`config.mk`:
```
export PLATFORM = sky130hd
export DESIGN_NAME = nror1w_mem
export DESIGN_NICKNAME = d
export VERILOG_FILES = /design/src/mem_cfg_pkg.sv /design/src/mem_types_pkg.sv /design/src/sram_port_if.sv /design/src/wr_fanout.sv /design/src/read_copy.sv /design/src/rd_collect.sv /design/src/nror1w_mem.sv
export SDC_FILE = /design/constraint.sdc
export NUM_CORES = 2
export LEC_CHECK = 0
export BUFFER_PORTS_ARGS = -buffer_cell sky130_fd_sc_hd__buf_2
export CORE_ASPECT_RATIO = 1.4
export CORE_MARGIN = 4
export CORE_UTILIZATION = 45
export CTS_CLUSTER_DIAMETER = 80
export DETAILED_ROUTE_END_ITERATION = 7
export GPL_ROUTABILITY_DRIVEN = 1
export HOLD_SLACK_MARGIN = 0.03
export SLEW_MARGIN = 15
export SYNTH_ARGS = -nofsm -noshare
export SYNTH_HDL_FRONTEND = slang
export SYNTH_SLANG_ARGS = --single-unit
```
`constraint.sdc`:
```
create_clock -name clk -period 6.9 [get_ports clk]
set_input_delay 1.035 -clock clk [delete_from_list [all_inputs] [get_ports clk]]
set_output_delay 1.035 -clock clk [all_outputs]
set_load 0.03 [all_outputs]
```
`src/mem_cfg_pkg.sv`:
```
package mem_cfg_pkg;

  // word and port counts
  localparam int WIDTH   = 16;
  localparam int NUMRDPT = 2;   // one storage copy per read port

  // bank split of each copy
  localparam int NUMVBNK = 4;
  localparam int BITVBNK = $clog2(NUMVBNK);
  localparam int NUMVROW = 16;
  localparam int BITVROW = $clog2(NUMVROW);

  // bank in the upper bits of the word address and row in the lower bits
  localparam int BITADDR = BITVBNK + BITVROW;

  // array pipeline depth inside a copy
  localparam int SRAM_DELAY = 2;

  // array pipeline plus the output register in rd_collect
  localparam int RD_LATENCY = SRAM_DELAY + 1;

  // one cycle per row of the clear sweep and one more for ready
  localparam int INIT_CYCLES = NUMVROW + 1;

endpackage

```
`src/mem_types_pkg.sv`:
```
package mem_types_pkg;

  // init sequencer in wr_fanout
  typedef enum logic {
    INIT_CLEAR,   // sweeping rows to zero
    INIT_READY    // sweep done, requests accepted
  } init_state_t;

  // command on one copy's bank port
  typedef enum logic [1:0] {
    CMD_IDLE,
    CMD_READ,
    CMD_WRITE
  } bank_cmd_t;

endpackage

```
`src/sram_port_if.sv`:
```
`timescale 1ns/1ps

interface sram_port_if #(
  parameter int WIDTH   = mem_cfg_pkg::WIDTH,
  parameter int BITVBNK = mem_cfg_pkg::BITVBNK,
  parameter int BITVROW = mem_cfg_pkg::BITVROW
);

  mem_types_pkg::bank_cmd_t cmd;
  logic                     all_bnk;   // clear sweep writes every bank
  logic [BITVBNK-1:0]       bank;
  logic [BITVROW-1:0]       row;
  logic [WIDTH-1:0]         din;
  logic [WIDTH-1:0]         bw;        // per-bit write enable
  logic [WIDTH-1:0]         dout;
  logic                     dout_vld;

  modport drv (
    output cmd,
    output all_bnk,
    output bank,
    output row,
    output din,
    output bw,
    input  dout,
    input  dout_vld
  );

  modport mem (
    input  cmd,
    input  all_bnk,
    input  bank,
    input  row,
    input  din,
    input  bw,
    output dout,
    output dout_vld
  );

endinterface

```
`src/wr_fanout.sv`:
```
`timescale 1ns/1ps

module wr_fanout #(
  parameter int WIDTH    = mem_cfg_pkg::WIDTH,
  parameter int NUMRDPT  = mem_cfg_pkg::NUMRDPT,
  parameter int NUMVBNK  = mem_cfg_pkg::NUMVBNK,
  parameter int NUMVROW  = mem_cfg_pkg::NUMVROW,
  localparam int BITVBNK = $clog2(NUMVBNK),
  localparam int BITVROW = $clog2(NUMVROW),
  localparam int BITADDR = BITVBNK + BITVROW
) (
  input  logic                       clk,
  input  logic                       rst,
  input  logic                       write,
  input  logic [BITADDR-1:0]         wr_adr,
  input  logic [WIDTH-1:0]           din,
  input  logic [WIDTH-1:0]           bw,
  input  logic [NUMRDPT-1:0]         read,
  input  logic [NUMRDPT*BITADDR-1:0] rd_adr,
  output logic                       ready,
  sram_port_if.drv                   port_if [NUMRDPT]
);

  mem_types_pkg::init_state_t init_state;
  logic [BITVROW-1:0]         clr_row;
  logic                       clearing;
  logic                       wr_go;
  logic [BITVBNK-1:0]         wr_bank;
  logic [BITVROW-1:0]         wr_row;

  assign clearing = (init_state == mem_types_pkg::INIT_CLEAR);
  assign wr_go    = ready && write;
  assign wr_bank  = wr_adr[BITADDR-1 -: BITVBNK];
  assign wr_row   = wr_adr[BITVROW-1:0];

  // clear sweep writes one row of every bank per cycle
  always_ff @(posedge clk) begin
    if (rst) begin
      init_state <= mem_types_pkg::INIT_CLEAR;
      clr_row    <= '0;
      ready      <= 1'b0;
    end else begin
      ready <= (init_state == mem_types_pkg::INIT_READY);   // one cycle after the last row
      if (clearing) begin
        clr_row <= clr_row + BITVROW'(1);
        if (clr_row == BITVROW'(NUMVROW - 1))
          init_state <= mem_types_pkg::INIT_READY;
      end
    end
  end

  for (genvar i = 0; i < NUMRDPT; i++) begin : g_port
    logic [BITADDR-1:0] rd_word;

    assign rd_word = rd_adr[i*BITADDR +: BITADDR];

    always_ff @(posedge clk) begin
      if (rst)
        port_if[i].cmd <= mem_types_pkg::CMD_IDLE;
      else if (clearing || wr_go)
        port_if[i].cmd <= mem_types_pkg::CMD_WRITE;   // writes go to every copy
      else if (ready && read[i])
        port_if[i].cmd <= mem_types_pkg::CMD_READ;
      else
        port_if[i].cmd <= mem_types_pkg::CMD_IDLE;
    end

    always_ff @(posedge clk) begin
      if (clearing) begin
        port_if[i].all_bnk <= 1'b1;
        port_if[i].bank    <= '0;
        port_if[i].row     <= clr_row;
        port_if[i].din     <= '0;
        port_if[i].bw      <= '1;
      end else if (write) begin
        port_if[i].all_bnk <= 1'b0;
        port_if[i].bank    <= wr_bank;
        port_if[i].row     <= wr_row;
        port_if[i].din     <= din;
        port_if[i].bw      <= bw;
      end else begin
        port_if[i].all_bnk <= 1'b0;
        port_if[i].bank    <= rd_word[BITADDR-1 -: BITVBNK];
        port_if[i].row     <= rd_word[BITVROW-1:0];
      end
    end
  end

endmodule

```
`src/read_copy.sv`:
```
`timescale 1ns/1ps

module read_copy #(
  parameter int WIDTH      = mem_cfg_pkg::WIDTH,
  parameter int NUMVBNK    = mem_cfg_pkg::NUMVBNK,
  parameter int NUMVROW    = mem_cfg_pkg::NUMVROW,
  parameter int SRAM_DELAY = mem_cfg_pkg::SRAM_DELAY,
  localparam int BITVBNK   = $clog2(NUMVBNK),
  localparam int BITVROW   = $clog2(NUMVROW)
) (
  input  logic    clk,
  input  logic    rst,
  sram_port_if.mem port_if
);

  logic                  wr_cmd;
  logic                  rd_cmd;
  logic [WIDTH-1:0]      bank_rd [NUMVBNK];
  logic [WIDTH-1:0]      pipe_dat [SRAM_DELAY];
  logic [SRAM_DELAY-1:0] pipe_vld;

  assign wr_cmd = (port_if.cmd == mem_types_pkg::CMD_WRITE);
  assign rd_cmd = (port_if.cmd == mem_types_pkg::CMD_READ);

  for (genvar b = 0; b < NUMVBNK; b++) begin : g_bank
    logic [WIDTH-1:0] mem_q [NUMVROW];
    logic             bank_we;

    assign bank_we = wr_cmd && (port_if.all_bnk || port_if.bank == BITVBNK'(b));

    // bit merge under bw
    always_ff @(posedge clk) begin
      if (bank_we)
        mem_q[port_if.row] <= (mem_q[port_if.row] & ~port_if.bw) |
                              (port_if.din & port_if.bw);
    end

    assign bank_rd[b] = mem_q[port_if.row];
  end

  // valid bits of the array pipeline
  always_ff @(posedge clk) begin
    if (rst) begin
      pipe_vld <= '0;
    end else begin
      pipe_vld[0] <= rd_cmd;
      for (int s = 1; s < SRAM_DELAY; s++)
        pipe_vld[s] <= pipe_vld[s-1];
    end
  end

  always_ff @(posedge clk) begin
    if (rd_cmd)
      pipe_dat[0] <= bank_rd[port_if.bank];   // only the addressed bank is read
    for (int s = 1; s < SRAM_DELAY; s++)
      pipe_dat[s] <= pipe_dat[s-1];
  end

  assign port_if.dout     = pipe_dat[SRAM_DELAY-1];
  assign port_if.dout_vld = pipe_vld[SRAM_DELAY-1];

endmodule

```
`src/rd_collect.sv`:
```
`timescale 1ns/1ps

module rd_collect #(
  parameter int WIDTH   = mem_cfg_pkg::WIDTH,
  parameter int NUMRDPT = mem_cfg_pkg::NUMRDPT
) (
  input  logic                     clk,
  input  logic                     rst,
  input  logic [WIDTH-1:0]         copy_dout [NUMRDPT],
  input  logic                     copy_vld [NUMRDPT],
  output logic [NUMRDPT-1:0]       rd_vld,
  output logic [NUMRDPT*WIDTH-1:0] rd_dout
);

  // one output lane per read port
  always_ff @(posedge clk) begin
    if (rst) begin
      rd_vld <= '0;
    end else begin
      for (int i = 0; i < NUMRDPT; i++)
        rd_vld[i] <= copy_vld[i];
    end
  end

  always_ff @(posedge clk) begin
    for (int i = 0; i < NUMRDPT; i++) begin
      if (copy_vld[i])
        rd_dout[i*WIDTH +: WIDTH] <= copy_dout[i];   // hold last word otherwise
    end
  end

endmodule

```
`src/nror1w_mem.sv`:
```
`timescale 1ns/1ps

module nror1w_mem #(
  parameter int WIDTH      = mem_cfg_pkg::WIDTH,
  parameter int NUMRDPT    = mem_cfg_pkg::NUMRDPT,
  parameter int NUMVBNK    = mem_cfg_pkg::NUMVBNK,
  parameter int NUMVROW    = mem_cfg_pkg::NUMVROW,
  parameter int SRAM_DELAY = mem_cfg_pkg::SRAM_DELAY,
  localparam int BITVBNK   = $clog2(NUMVBNK),
  localparam int BITVROW   = $clog2(NUMVROW),
  localparam int BITADDR   = BITVBNK + BITVROW
) (
  input  logic                       clk,
  input  logic                       rst,
  output logic                       ready,
  input  logic                       write,
  input  logic [BITADDR-1:0]         wr_adr,
  input  logic [WIDTH-1:0]           din,
  input  logic [WIDTH-1:0]           bw,
  input  logic [NUMRDPT-1:0]         read,
  input  logic [NUMRDPT*BITADDR-1:0] rd_adr,
  output logic [NUMRDPT-1:0]         rd_vld,
  output logic [NUMRDPT*WIDTH-1:0]   rd_dout
);

  sram_port_if #(
    .WIDTH   (WIDTH),
    .BITVBNK (BITVBNK),
    .BITVROW (BITVROW)
  ) port_if [NUMRDPT] ();

  logic [WIDTH-1:0] copy_dout [NUMRDPT];
  logic             copy_vld [NUMRDPT];

  wr_fanout #(
    .WIDTH   (WIDTH),
    .NUMRDPT (NUMRDPT),
    .NUMVBNK (NUMVBNK),
    .NUMVROW (NUMVROW)
  ) wr_fanout_i (
    .clk     (clk),
    .rst     (rst),
    .write   (write),
    .wr_adr  (wr_adr),
    .din     (din),
    .bw      (bw),
    .read    (read),
    .rd_adr  (rd_adr),
    .ready   (ready),
    .port_if (port_if)
  );

  // one full storage copy per read port
  for (genvar i = 0; i < NUMRDPT; i++) begin : g_copy
    read_copy #(
      .WIDTH      (WIDTH),
      .NUMVBNK    (NUMVBNK),
      .NUMVROW    (NUMVROW),
      .SRAM_DELAY (SRAM_DELAY)
    ) read_copy_i (
      .clk     (clk),
      .rst     (rst),
      .port_if (port_if[i])
    );

    assign copy_dout[i] = port_if[i].dout;
    assign copy_vld[i]  = port_if[i].dout_vld;
  end

  rd_collect #(
    .WIDTH   (WIDTH),
    .NUMRDPT (NUMRDPT)
  ) rd_collect_i (
    .clk       (clk),
    .rst       (rst),
    .copy_dout (copy_dout),
    .copy_vld  (copy_vld),
    .rd_vld    (rd_vld),
    .rd_dout   (rd_dout)
  );

endmodule

```
==> results.md <==
* Run status: finished clean
* Routed Antenna Nets at 0
* DR iter-0 viols at 4925
* Hold path start: g_copy[0].read_copy_i.pipe_dat[0][9]
* Startpoint Class: flip-flop
* Syn Area/Cell at 21.7 sq um
* Initial Utilization at 45.4%
* Max_cap viols at 0
* Dpl hpwl at 129000 microns
* Cells on worst reg2reg path at 6
* Avg WL per Cell at 32.9 microns
* Synth Warn # at 0
* Clk root buf: clkbuf_16
* Largest net degree at the start of global routing at 120
* Worst-path clk slew at 70 ps
* Global route overflow at 0
* First-pass iteration count of the detailed router at 5
* Max-slew headroom at 19.0%
* CTS Hold Buffers Added at 0
* Cell variety after synth at 33
* Layout area overhead at 14.0%
* Cells after synthesis at 3859
* Unrepaired setup endpoints after global routing: no
* Max Fanout on Critical Path at 42
* Commonest non-fill, non-tap cell in the layout: edfxtp_1
* Placed cell area at 0.0885 sq mm
* Clk_lat worst skew at 860 ps
* Max Fclk at 233 MHz
* Worst min path class: reg -> reg
* Cell area after layout at 0.0953 sq mm
* Via count at 41100
* Layout cells sized above 1 at 31.2%
* Skew final at 59.6 ps
* Cell area after synthesis at 0.0836 sq mm
* GPL Wtd Cong at 0.821
* Sequential power share at 53.2%
* Clock Path Buffers at 3
* Tot GR Track Use at 23.3%
* Combinational share of power at 5.7%
* Final std cells w/o fill at 6793
* Residual DRC at 0
* Sw power at 5960 uW
* Dpl cells at 6391
* Worst reg-to-reg setup slack at 2610 ps
* Setup TNS at 0 ps
* Final Setup Violations at 0
* Die Wd at 372 microns
* P_leak at 0.0312 uW
* R2r endpoint: g_copy[0].read_copy_i.pipe_dat[0][5]
* Internal Pwr Total at 21700 uW
* Die height at 518 microns
* Minimum clock period at 4290 ps
* Post_cts resized at 0
* Hold endpoint: g_copy[0].read_copy_i.pipe_dat[1][9]
* H-tree levels at 4
* Final slew viol count at 0
* Yosys reg bits at 2204
* Worst reg2reg startpoint: wr_fanout_i.port_if[0].row[0]
* Vias per std cell at 6.05
* Clk pwr share at 41.1%
* Critical path required time at 7480 ps
* Vias in the first global route at 42400
* Syn nets at 3915
* Hold Crit Depth at 0
* First-pass GRT wire length at 317000 microns
* Final nets at 4208
* Crit Path Class: reg -> reg
* Most frequent cells in the layout: 2112 x edfxtp_1, 512 x mux4_2, 218 x buf_4
* Num CTS Buffers at 203
* Seq/Total Area, Yosys at 78.0%
* Fill cells at 14300
* Final hold vios at 0
* Fin crit share at 62.2%
* I/O Pins at 90
* Die area at 0.193 sq mm
* CTS Sinks at 2204
* VDD IR-drop max at 0.213 mV
* Post-CTS setup buffer count at 0
* Input/output buffers at 89
* CTS tree: built
* Sw Ratio at 21.6%
* Tightest Pin Transition at 1210 ps
* Kind of end point of the critical path: flip-flop
* Num rows at 186
* Cell Pwr Density at 290 mW/mm^2
* Core Region at 0.184 sq mm
* Post-Route WL at 223000 microns
* Arrival time at the worst endpoint at 4880 ps
* Initial antenna violation count at 23
-- metrics by stage --
step	hold slack [ps]	utilization, %	power, uW	setup slack (ps)
after floorplan	323	-	16100	3530
after global placement	325	48.0	16600	2510
after detailed placement	335	48.1	16600	2530
after CTS	338	51.7	27900	2510
after global routing	356	51.7	28500	2460
final	351	51.8	27700	2610
-- worst max-delay path, stage by stage, from the launching register on --
cell	delay, ps
dfxtp_4	910
buf_4	780
mux4_2	600
a22o_1	260
nor2_1	560
o22ai_1	410
a221o_1	400
-- layout make-up --
class | count | area [sq um] | share of cell area, %
Antenna cell | 21 | 52.6 | 0.0551
Timing Repair Buffer | 316 | 2270 | 2.38
Inverter | 5 | 18.8 | 0.0197
Multi-Input combinational cell | 1422 | 17800 | 18.7
Sequential cell | 2204 | 65300 | 68.5
Tap cell | 2444 | 3060 | 3.21
Clock buffer | 248 | 5340 | 5.60
Clock inverter | 133 | 1430 | 1.50
-- Yosys cell counts --
cell type / instances / area [sq um]
mux2i_1: 33 / 330
o211ai_1: 1 / 7.51
buf_4: 13 / 97.6
inv_1: 5 / 18.8
mux4_2: 512 / 11500
a22oi_1: 128 / 961
a22o_1: 128 / 1120
mux2_2: 64 / 721
xor2_1: 2 / 17.5
nand2b_1: 14 / 87.6
buf_2: 51 / 255
buf_1: 26 / 97.6
o21ai_0: 64 / 320
nor4_1: 8 / 50.1
o22ai_1: 31 / 194
a2bb2oi_1: 1 / 8.76
nand3_1: 7 / 35.0
xnor2_1: 1 / 8.76
and2_1: 4 / 25.0
dfxtp_1: 92 / 1840
o21ai_1: 8 / 40.0
ha_1: 1 / 12.5
nand4_1: 1 / 6.26
nor2_1: 215 / 807
clkbuf_1: 130 / 488
buf_6: 8 / 90.1
edfxtp_1: 2112 / 63400
a21oi_1: 18 / 90.1
a221o_1: 31 / 310
nor4b_1: 1 / 8.76
nand2_1: 128 / 480
nor2b_1: 19 / 119
nor3b_1: 2 / 15.0
-- sequential cells by signal (all words and copies together), names as in the netlist --
signal                           count
wr_fanout_i.port_if.row              8
wr_fanout_i.port_if.cmd              3
wr_fanout_i.init_state               1
wr_fanout_i.clr_row                  4
wr_fanout_i.port_if.din             16
wr_fanout_i.port_if.bank             4
rd_collect_i.rd_vld                  2
wr_fanout_i.port_if.bw              16
g_copy.read_copy_i.g_bank.mem_q   2048
wr_fanout_i.ready                    1
wr_fanout_i.port_if.all_bnk          1
rd_collect_i.rd_dout                32
g_copy.read_copy_i.pipe_vld          4
g_copy.read_copy_i.pipe_dat         64
-- per-layer routing --
metal,vias to the layer above,wire length (microns),GRT usage (%)
li1,16800,-,-
met1,22100,81900,29.6
met2,1788,113000,39.1
met3,424,18200,5.04
met4,10,9790,9.80
met5,-,69,0
-- worst max path at each step --
| stage | slack (ps) | endpoint | from |
|---|---|---|---|
| 6_report | 2610 | g_copy[0].read_copy_i.pipe_dat[0][5] | wr_fanout_i.port_if[0].row[0] |
| 5_1_grt | 2460 | g_copy[0].read_copy_i.pipe_dat[0][5] | wr_fanout_i.port_if[0].row[0] |
| 2_1_floorplan | 3530 | g_copy[0].read_copy_i.g_bank[0].mem_q[3][0] | wr_fanout_i.port_if[0].row[1] |
| 3_5_place_dp | 2530 | g_copy[0].read_copy_i.pipe_dat[0][5] | wr_fanout_i.port_if[0].row[0] |
| 3_3_place_gp | 2510 | g_copy[0].read_copy_i.pipe_dat[0][5] | wr_fanout_i.port_if[0].row[0] |
| 4_1_cts | 2510 | g_copy[0].read_copy_i.pipe_dat[0][5] | wr_fanout_i.port_if[0].row[0] |
-- power groups by stage --
stage	Clock (uW)	Combinational, uW	Sequential, uW
floorplan	0	1120	14900
global placement	0	1580	15000
detailed placement	0	1590	15000
CTS	11500	1600	14700
global route	12100	1660	14700
finish	11400	1570	14700
-- cell families after synthesis --
kind of cell / share of synthesized area (%)
AOI/OAI and AO/OA: 3.65
xor gates and xnor gates: 0.0314
adders and majority gates: 0.0150
buffers and inverters: 1.25
DFF: 78.0
muxes: 15.0
and+or+nand+nor: 1.95
No activity file was read; power rests on OpenSTA's default activity.
